===== src/design/spike_pkg.sv =====
package spike_pkg;

	// router dimensions
	localparam int num_neurons = 8;
	localparam int num_dests = 8;
	localparam int fifo_depth = 8;

	// field widths
	localparam int spike_w = 16;
	localparam int id_w = $clog2(num_neurons);
	localparam int tag_w = 4;
	localparam int ptr_w = $clog2(fifo_depth);

	typedef logic [spike_w-1:0] spike_val_t; // raw spike value
	typedef logic [id_w-1:0] neuron_id_t; // source index
	typedef logic [tag_w-1:0] tag_t; // source index, top bit zero
	typedef logic [num_dests-1:0] dest_mask_t; // bit d selects destination d
	typedef logic [ptr_w-1:0] fifo_ptr_t; // wraps at fifo_depth

	// what a neuron offers, 24 bits
	typedef struct packed {
		spike_val_t value;
		dest_mask_t mask;
	} neuron_req_t;

	// what a destination receives, 20 bits
	typedef struct packed {
		tag_t tag;
		spike_val_t value;
	} spike_packet_t;

endpackage


===== src/design/spike_arbiter.sv =====
`timescale 1ns/100ps

module spike_arbiter (
	input logic clk,
	input logic rst,
	input spike_pkg::neuron_req_t neuron_req [spike_pkg::num_neurons],
	input logic [spike_pkg::num_neurons-1:0] neuron_valid,
	output logic [spike_pkg::num_neurons-1:0] neuron_ready,
	input spike_pkg::dest_mask_t dest_full,
	output spike_pkg::spike_packet_t wr_pkt,
	output spike_pkg::dest_mask_t wr_mask
);

	spike_pkg::neuron_id_t rr_ptr; // first neuron looked at this cycle
	spike_pkg::neuron_id_t grant_id; // winner of the scan
	logic grant_found; // some neuron is valid
	spike_pkg::neuron_req_t grant_req; // winner's value and mask
	logic blocked; // winner targets a full buffer
	logic accept; // spike is taken this cycle

	// scan upward from rr_ptr, wrapping past the last neuron
	always_comb begin
		spike_pkg::neuron_id_t scan_id;
		grant_found = 1'b0;
		grant_id = rr_ptr;
		for (int i = 0; i < spike_pkg::num_neurons; i++) begin
			scan_id = rr_ptr + spike_pkg::neuron_id_t'(i); // wraps in 3 bits
			if (!grant_found && neuron_valid[scan_id]) begin
				grant_found = 1'b1;
				grant_id = scan_id;
			end
		end
	end

	assign grant_req = neuron_req[grant_id];

	// a full destination holds back only spikes that target it
	assign blocked = |(grant_req.mask & dest_full);
	assign accept = grant_found && !blocked; // empty mask is accepted too

	always_comb begin
		neuron_ready = '0;
		if (accept) begin
			neuron_ready[grant_id] = 1'b1; // handshake for the winner only
		end
	end

	// one packet, copied into every buffer named in the mask
	always_comb begin
		wr_pkt.tag = {1'b0, grant_id}; // source index as tag
		wr_pkt.value = grant_req.value;
	end

	assign wr_mask = accept ? grant_req.mask : '0;

	// rotation restarts just after the neuron last served
	always_ff @(posedge clk) begin
		if (!rst) begin
			rr_ptr <= '0;
		end else if (accept) begin
			rr_ptr <= spike_pkg::neuron_id_t'(grant_id + 1'b1);
		end
	end

	// the handshake grants at most one neuron per cycle
	a_one_ready: assert property (
		@(posedge clk) disable iff (!rst)
		$onehot0(neuron_ready)
	) else $error("more than one neuron_ready high: %b", neuron_ready);

	// buffers report full, arbiter must never write into them
	a_no_full_write: assert property (
		@(posedge clk) disable iff (!rst)
		(wr_mask & dest_full) == '0
	) else $error("write to full destination, mask %b full %b", wr_mask, dest_full);

endmodule


===== src/design/spike_fifo.sv =====
`timescale 1ns/100ps

module spike_fifo (
	input logic clk,
	input logic rst,
	input spike_pkg::spike_packet_t wr_pkt,
	input logic wr_en,
	output logic full,
	output spike_pkg::spike_packet_t out_pkt,
	output logic out_valid,
	input logic out_ready
);

	localparam int count_w = $clog2(spike_pkg::fifo_depth) + 1; // holds 0 to depth

	spike_pkg::spike_packet_t mem [spike_pkg::fifo_depth]; // payload, no reset
	spike_pkg::fifo_ptr_t wr_ptr;
	spike_pkg::fifo_ptr_t rd_ptr;
	logic [count_w-1:0] count; // entries held
	logic pop;

	assign pop = out_valid && out_ready;

	// flags both follow the count
	assign full = (count == count_w'(spike_pkg::fifo_depth));
	assign out_valid = (count != '0);
	assign out_pkt = mem[rd_ptr]; // oldest entry

	always_ff @(posedge clk) begin
		if (wr_en) begin
			mem[wr_ptr] <= wr_pkt;
		end
	end

	always_ff @(posedge clk) begin
		if (!rst) begin
			wr_ptr <= '0;
			rd_ptr <= '0;
			count <= '0;
		end else begin
			if (wr_en) begin
				wr_ptr <= wr_ptr + 1'b1; // wraps at depth
			end
			if (pop) begin
				rd_ptr <= rd_ptr + 1'b1;
			end
			case ({wr_en, pop})
				2'b10: count <= count + 1'b1;
				2'b01: count <= count - 1'b1;
				default: count <= count; // idle, or write and pop together
			endcase
		end
	end

	// the arbiter must hold off spikes for this buffer while full
	a_no_overflow: assert property (
		@(posedge clk) disable iff (!rst)
		!(wr_en && full)
	) else $error("write into full buffer");

	// a packet written into an empty buffer shows on the port next cycle
	a_write_visible: assert property (
		@(posedge clk) disable iff (!rst)
		(wr_en && !out_valid) |=> out_valid && out_pkt == $past(wr_pkt)
	) else $error("written packet not at buffer head");

endmodule


===== src/design/spike_router.sv =====
`timescale 1ns/100ps

module spike_router (
	input logic clk,
	input logic rst,
	input spike_pkg::neuron_req_t neuron_req [spike_pkg::num_neurons],
	input logic [spike_pkg::num_neurons-1:0] neuron_valid,
	output logic [spike_pkg::num_neurons-1:0] neuron_ready,
	output spike_pkg::spike_packet_t router_pkt [spike_pkg::num_dests],
	output spike_pkg::dest_mask_t router_valid,
	input spike_pkg::dest_mask_t router_ready
);

	spike_pkg::spike_packet_t wr_pkt; // shared by all buffers
	spike_pkg::dest_mask_t wr_mask; // one write enable per buffer
	spike_pkg::dest_mask_t dest_full; // back to the arbiter

	spike_arbiter arbiter_inst (
		.clk(clk),
		.rst(rst),
		.neuron_req(neuron_req),
		.neuron_valid(neuron_valid),
		.neuron_ready(neuron_ready),
		.dest_full(dest_full),
		.wr_pkt(wr_pkt),
		.wr_mask(wr_mask)
	);

	// one buffer per destination port
	for (genvar d = 0; d < spike_pkg::num_dests; d++) begin : g_dest
		spike_fifo fifo_inst (
			.clk(clk),
			.rst(rst),
			.wr_pkt(wr_pkt),
			.wr_en(wr_mask[d]),
			.full(dest_full[d]),
			.out_pkt(router_pkt[d]),
			.out_valid(router_valid[d]),
			.out_ready(router_ready[d])
		);
	end

	// nothing leaves the router in the cycle after reset
	a_quiet_after_reset: assert property (
		@(posedge clk)
		!rst |=> router_valid == '0
	) else $error("router_valid high right after reset");

endmodule


===== config.mk =====
export PLATFORM = sky130hd
export DESIGN_NAME = spike_router
export DESIGN_NICKNAME = d
export VERILOG_FILES = /design/src/design/spike_pkg.sv /design/src/design/spike_arbiter.sv /design/src/design/spike_fifo.sv /design/src/design/spike_router.sv
export SDC_FILE = /design/constraint.sdc
export NUM_CORES = 1
export LEC_CHECK = 0
export ABC_AREA = 1
export BUFFER_PORTS_ARGS = -buffer_cell sky130_fd_sc_hd__buf_2
export CAP_MARGIN = 10
export CORE_ASPECT_RATIO = 1.4
export CORE_MARGIN = 2
export CORE_UTILIZATION = 40
export CTS_CLUSTER_SIZE = 10
export DETAILED_ROUTE_END_ITERATION = 10
export HOLD_SLACK_MARGIN = 0.12
export SLEW_MARGIN = 5
export SYNTH_ARGS = -nofsm -noshare
export SYNTH_HDL_FRONTEND = slang
export SYNTH_HIERARCHICAL = 1
export SYNTH_SLANG_ARGS = --single-unit

===== constraint.sdc =====
create_clock -name clk -period 6.8 [get_ports clk]
set_input_delay 1.02 -clock clk [delete_from_list [all_inputs] [get_ports clk]]
set_output_delay 1.02 -clock clk [all_outputs]
set_load 0.02 [all_outputs]

Word level (Yosys, flattened, before mapping)
Memories as Yosys holds them, arrays and structs flattened. A register that Yosys moved wholly into a read port is not among the register bits.
Index checks and enable logic that the tools add are counted.
Cells by class
  $add $sub $neg: 40
  $lt $le $gt $ge: 11
  eq/ne operators: 24
  muxes and demuxes: 78
  bitwise gates (word level): 2
  reductions and logical operators: 42
Operator list (number)
  24-bit binary-select mux with 3-bit select: 1
  3-bit 2-to-1 mux: 23
  4-bit one-hot mux with 2 select lines: 8
  3-bit by 1-bit adder with 3-bit output, second input constant: 18
  24-bit 2-to-1 mux: 2
  3-bit by 4-bit less-than comparator with 1-bit output, second input constant: 9
  1-bit 2-to-1 mux: 33
  4-bit by 1-bit adder with 4-bit output, second input constant: 8
  4-bit equality test, second input constant: 8
  4-bit nonzero test: 8
  4-bit by 1-bit subtractor with 4-bit output, second input constant: 8
  1-bit binary-select mux with 3-bit select: 8
  1-bit logical AND: 17
  2-bit by 1-bit equality test with 1-bit output, second input constant: 8
  2-bit equality test, second input constant: 8
  8-bit 2-to-1 mux: 2
  2-bit nonzero test: 8
  3-bit adder, second input constant: 4
  8-bit AND: 1
  1-bit logical NOT: 8
  8-bit OR reduction: 1
  3-bit by 2-bit adder with 3-bit output, second input constant: 2
  4-bit greater-or-equal comparator, second input constant: 1
  3-bit inverter with 4-bit output: 1
  other kinds (2): 2
Word-level totals
  flip-flop bits (word level): 83
  RAM bits: 1216
  output and inout bits: 176
  logic and storage cells: 230
  memories kept: 8
Memories
  g_dest[0].fifo_inst.mem: words 8, width 19, read ports 1, clocked after Yosys merged registers in 1, wr ports 1, RTL line spike_fifo.sv:16  | spike_pkg::spike_packet_t mem [spike_pkg::fifo_depth];
  g_dest[1].fifo_inst.mem: words 8, width 19, read ports 1, clocked after Yosys merged registers in 1, wr ports 1, RTL line spike_fifo.sv:16
  g_dest[2].fifo_inst.mem: words 8, width 19, read ports 1, clocked after Yosys merged registers in 1, wr ports 1, RTL line spike_fifo.sv:16
  g_dest[3].fifo_inst.mem: words 8, width 19, read ports 1, clocked after Yosys merged registers in 1, wr ports 1, RTL line spike_fifo.sv:16
  g_dest[4].fifo_inst.mem: words 8, width 19, read ports 1, clocked after Yosys merged registers in 1, wr ports 1, RTL line spike_fifo.sv:16
  g_dest[5].fifo_inst.mem: words 8, width 19, read ports 1, clocked after Yosys merged registers in 1, wr ports 1, RTL line spike_fifo.sv:16
  2 more memories

Logic depth before layout (Yosys ltp)
  word-level depth: 35
  mapped depth: 40

Hierarchy
Netlist, hierarchy kept.
By module, submodules not included
  spike_fifo (g_dest[0].fifo_inst ...): instances 6, cells each 541, area an instance 7178.1 µm², sequential area each 5064.9 µm²
  spike_fifo (g_dest[7].fifo_inst): instances 1, cells each 539, area an instance 6969.2 µm², sequential area each 5064.9 µm²
  spike_fifo (g_dest[1].fifo_inst): instances 1, cells each 542, area an instance 6951.7 µm², sequential area each 5064.9 µm²
  spike_arbiter: instances 1, cells each 689, area an instance 3186.8 µm², sequential area each 60.1 µm²

Least setup slack after synthesis
Ideal clock, no wire load.
  path kind: input-to-reg
  start: in neuron_valid[5] (netlist bit)
  end: mem g_dest[1].fifo_inst/mem[0][0] (netlist bit), enable pin
  setup time: 397 ps
  arrival: 5175 ps
  required time: 6403 ps
  slack: 1228 ps
  stages on the path: 24
  path buffers: 1
  cells stage by stage: nand2_1 > nand3_1 > nand2_1 > nand2_1 > nand2_2 > nand3_2 > nor2_4 > nand3_1 > o21a_1 > nand2_1 > nand2_1 > nand2_1 > nand2_1 > nand2_1 > nand2_1 > nand3_1 > nand3_1 > nor2_4 > nand2_2 > buf_6 > nor2_1 > inv_1 > or2_2 > nor2_1
RTL lines
  from (decl): RTL line spike_router.sv:7  | input logic [spike_pkg::num_neurons-1:0] neuron_valid,
  to (decl): RTL line spike_fifo.sv:16

Final worst setup path
  start: reg arbiter_inst.rr_ptr[1]
  end: out neuron_ready[6] (netlist bit)
Between the ends
  longest elaborated chain between the ends: 33
  elaborated cells on any way between the ends: 66
  classes of those cells: 7 x add/sub; 2 x order compare; 37 x mux; 2 x bitwise; 18 x reduce/logical
RTL lines
  from (decl): RTL line spike_arbiter.sv:14  | spike_pkg::neuron_id_t rr_ptr;
  from (signal assigned): RTL line spike_arbiter.sv:61  | rr_ptr <= spike_pkg::neuron_id_t'(grant_id + 1'b1);
  branches (longest 32 deep; another with 3-bit by 1-bit adder with 3-bit output)
  8-bit 2-to-1 mux *: RTL line spike_arbiter.sv:43  | if (accept) begin
  to (decl): RTL line spike_router.sv:8  | output logic [spike_pkg::num_neurons-1:0] neuron_ready,
Every way passes the cells marked *. The select of a mux whose other input is x is not followed.

==> impl_metrics.env <==
export IMPL_cts_tree="built"
export IMPL_fmax_mhz=161
export IMPL_postRouteAntennaNets=0
export IMPL_crit_path_start_kind="flip-flop"
export IMPL_cts_root_buffer="clkbuf_16"
export IMPL_drv_slew=0
export IMPL_max_slew_margin=0.281
export IMPL_synthArstFlopShare=0
export IMPL_post_route_min_period_ps=6210
export IMPL_grt_overflow=0
export IMPL_synth_top_cell_by_area="edfxtp_1"
export IMPL_crit_chain="inv_2 > ha_1 > inv_1 > nand3_1 > nand2_1 > nand2_1 > nand2_1 > inv_1 > nand3_1 > o21ai_0 > nand2_1 > nand2_1 > nand2_1 > nand3_1 > nand2_1 > nor2_1 > clkinv_1 > nor3_2 > buf_2"
export IMPL_synthFlopType="edfxtp_1"
export IMPL_crit_family="simple AND/OR/NAND/NOR gates"
export IMPL_ff2ff_setup_slack_ps=1020
export IMPL_synthesis_nets=5269
export IMPL_synth_top_family_by_area="simple AND/OR/NAND/NOR gates"
export IMPL_fp_dieArea_um2=154000
export IMPL_drive_above_1_share=0.194
export IMPL_rsz0062_at_grt="false"
export IMPL_cts_buffer_depth=3
export IMPL_routedWlPerCell_um=20.9
export IMPL_synth_xor_xnor_area_share=0.00405
export IMPL_setup_worst_path_end_class="output port"
export IMPL_wl_met3_um=9080
export IMPL_grt_pass1_vias=37900
export IMPL_drt_initial_drc_count=3254
export IMPL_synth_area_top_cells="edfxtp_1 (64%), nand2_1 (6.1%), nor2_1 (4.3%)"
export IMPL_clk_pin_slew_ps=60
export IMPL_initial_core_util=0.403
export IMPL_ys_seq_elements=1387
export IMPL_path_class="flip-flop to output port"
export IMPL_die_x_um=332
export IMPL_cts_made_buffers=157
export IMPL_hold_slack_ps=486
export IMPL_core_area_um2=149000
export IMPL_route_met2_wl_um=76100
export IMPL_fin_ws_ps=594
export IMPL_worstPathRequired_ps=5780
export IMPL_hold_class="flip-flop to flip-flop"
export IMPL_firstDrtPassIters=5
export IMPL_cpMostUsedCell="nand2_1"
export IMPL_synth_mux_area_frac=0.0266
export IMPL_dp_hpwl_um=97500
export IMPL_r2r_start="arbiter_inst/rr_ptr[1]$_SDFFE_PN0P_"
export IMPL_gp_congestion=0.930
export IMPL_worstMarginPinSlew_ps=1070
export IMPL_grt_pass1_wl_um=233000
export IMPL_synthCells=5016
export IMPL_rows=168
export IMPL_synth_fa_ha_area_frac=0.00894
export IMPL_io_buffers=385
export IMPL_antenna_found_initial=18
export IMPL_totalWireLength_um=156000
export IMPL_dp_slack_ps=865
export IMPL_max_cap_violations=0
export IMPL_startpoint="arbiter_inst/rr_ptr[1]$_SDFFE_PN0P_"
export IMPL_slowest_delay_ps=670
export IMPL_r2r_cells=33
export IMPL_holdPathStages=1
export IMPL_highest_layer="met5"
export IMPL_worstReg2RegEnd="g_dest[2].fifo_inst/count[2]$_SDFFE_PN0P_"
export IMPL_synth_top_area_frac=0.639
export IMPL_die_y_um=463
export IMPL_min_from="g_dest[4].fifo_inst/rd_ptr[0]$_SDFFE_PN0N_"
export IMPL_worstPathBufferInverterCount=5
export IMPL_synth_warnings=6
export IMPL_clk_latency_ps=770
export IMPL_min_period_over_period=0.913
export IMPL_grt_max_degree=101
export IMPL_hold_viol_final=0
export IMPL_cpMaxStageDelayCell="clkinv_1"
export IMPL_crit_fanout=18
export IMPL_synth_cell_type_count=53
export IMPL_run_status="completed"
export IMPL_synth_compound_area_frac=0.0982
export IMPL_setup_tns_ps=0
export IMPL_netlist_area_um2=60200
export IMPL_post_drt_via_cell_ratio=5.18
export IMPL_ios=386
export IMPL_cts_sinks=1387
export IMPL_syn_avg_cell_area_um2=12.0
export IMPL_synth_edf_count=1280
export IMPL_num_nets_final=5671
export IMPL_synthSimpleGateAreaFrac=0.136
export IMPL_arrival_ps=5190
export IMPL_drc=0
export IMPL_skew_ps=28.4
export IMPL_cts_max_level=4
export IMPL_syn_to_final_growth_pct=12.9
export IMPL_yosysSeqAreaShare=0.674
export IMPL_track_usage=0.199
export IMPL_setup_viol=0
export IMPL_vias=38600
export IMPL_wl_met1_um=66700
export IMPL_cts_setup_buffers=0
-- cells by family after synthesis --
group / after synthesis
compound gates: 985
fa+ha+maj: 43
buf+inv: 446
mux: 160
simple gates: 1967
xor+xnor: 27
other cells: 1
flops: 1387
-- stage by stage --
step                instances  instance area, um^2  utilization
global route             7462                67900        0.455
CTS                      7460                67900        0.455
detailed placement       7214                63500        0.425
finish                   7464                68000        0.455
global placement         7214                63500        0.425
floorplan                5016                60200            -
-- synth_stat cells, types with 10 or more instances --
cell      count
nand2_1     981
nand3_1      90
clkbuf_4     12
inv_2        26
xnor2_1      15
nor2_1      688
nand3_2      13
ha_1         43
o22ai_1      40
a21oi_1      98
dfxtp_1     107
buf_6        62
clkbuf_1     17
o22ai_2     120
edfxtp_1   1280
mux2i_1     160
o21ai_1     356
o21ai_0     365
xor2_1       11
buf_2        64
nand3b_1     16
buf_12       28
buf_4        59
nor2_2      129
inv_1       152
buf_8        10
-- layer usage --
metal,up-vias,global-route usage
met4,4,0.0610
met1,18900,0.260
met3,230,0.0359
met5,-,0
met2,1131,0.337
li1,18400,-
-- worst max path at each step --
stage	endpoint	slack, ps	cells past startpoint
after floorplan	g_dest[1].fifo_inst/mem[0][0]$_DFFE_PP_	1230	24
after CTS	neuron_ready[2]	410	25
after global placement	g_dest[2].fifo_inst/count[2]$_SDFFE_PN0P_	910	33
after global routing	neuron_ready[0]	100	25
final	neuron_ready[6]	590	19
after detailed placement	g_dest[2].fifo_inst/count[2]$_SDFFE_PN0P_	870	33
-- sequential cells by signal, indices dropped and copies added, names as in the netlist, named ones only --
| register | flops |
|---|---|
| g_dest.fifo_inst/count | 32 |
| arbiter_inst/rr_ptr | 3 |
| g_dest.fifo_inst/wr_ptr | 24 |
| g_dest.fifo_inst/mem | 1280 |
| g_dest.fifo_inst/rd_ptr | 24 |
-- final cells by class --
cell class	instances	area, um^2
antenna	4	10.0
multi-input combinational	3183	16800
inverter	188	761
fill	13500	81500
timing repair buffer	501	2870
clock buffer	232	4270
tap	1955	2450
sequential	1387	40600
clock inverter	14	183
-- cell usage in the layout, fill, tap and decap left out, drive strengths merged --
master	synthesis	layout
a21oi	100	100
a31oi	1	1
and3	7	7
buf	227	501
clkbuf	31	232
clkinv	2	10
conb	1	1
dfxtp	107	107
diode	0	4
edfxtp	1280	1280
ha	43	43
inv	186	192
mux2i	160	160
nand2	990	990
nand3	104	104
nand3b	16	16
nand4	6	6
nor2	823	823
nor3	5	5
nor4	8	8
o21a	1	1
o21ai	721	721
o21bai	2	2
o22ai	160	160
or2	8	8
xnor2	16	16
xor2	11	11
-- timing repair --
action / CTS / global route
gates resized for setup: 0 / 1
setup endpoints to repair: 0 / 2
hold buffers: 0 / 0
Power is left out: the tool's default activity adds up to more than one toggle a clock period on the data nets, which glitch-free logic cannot reach.
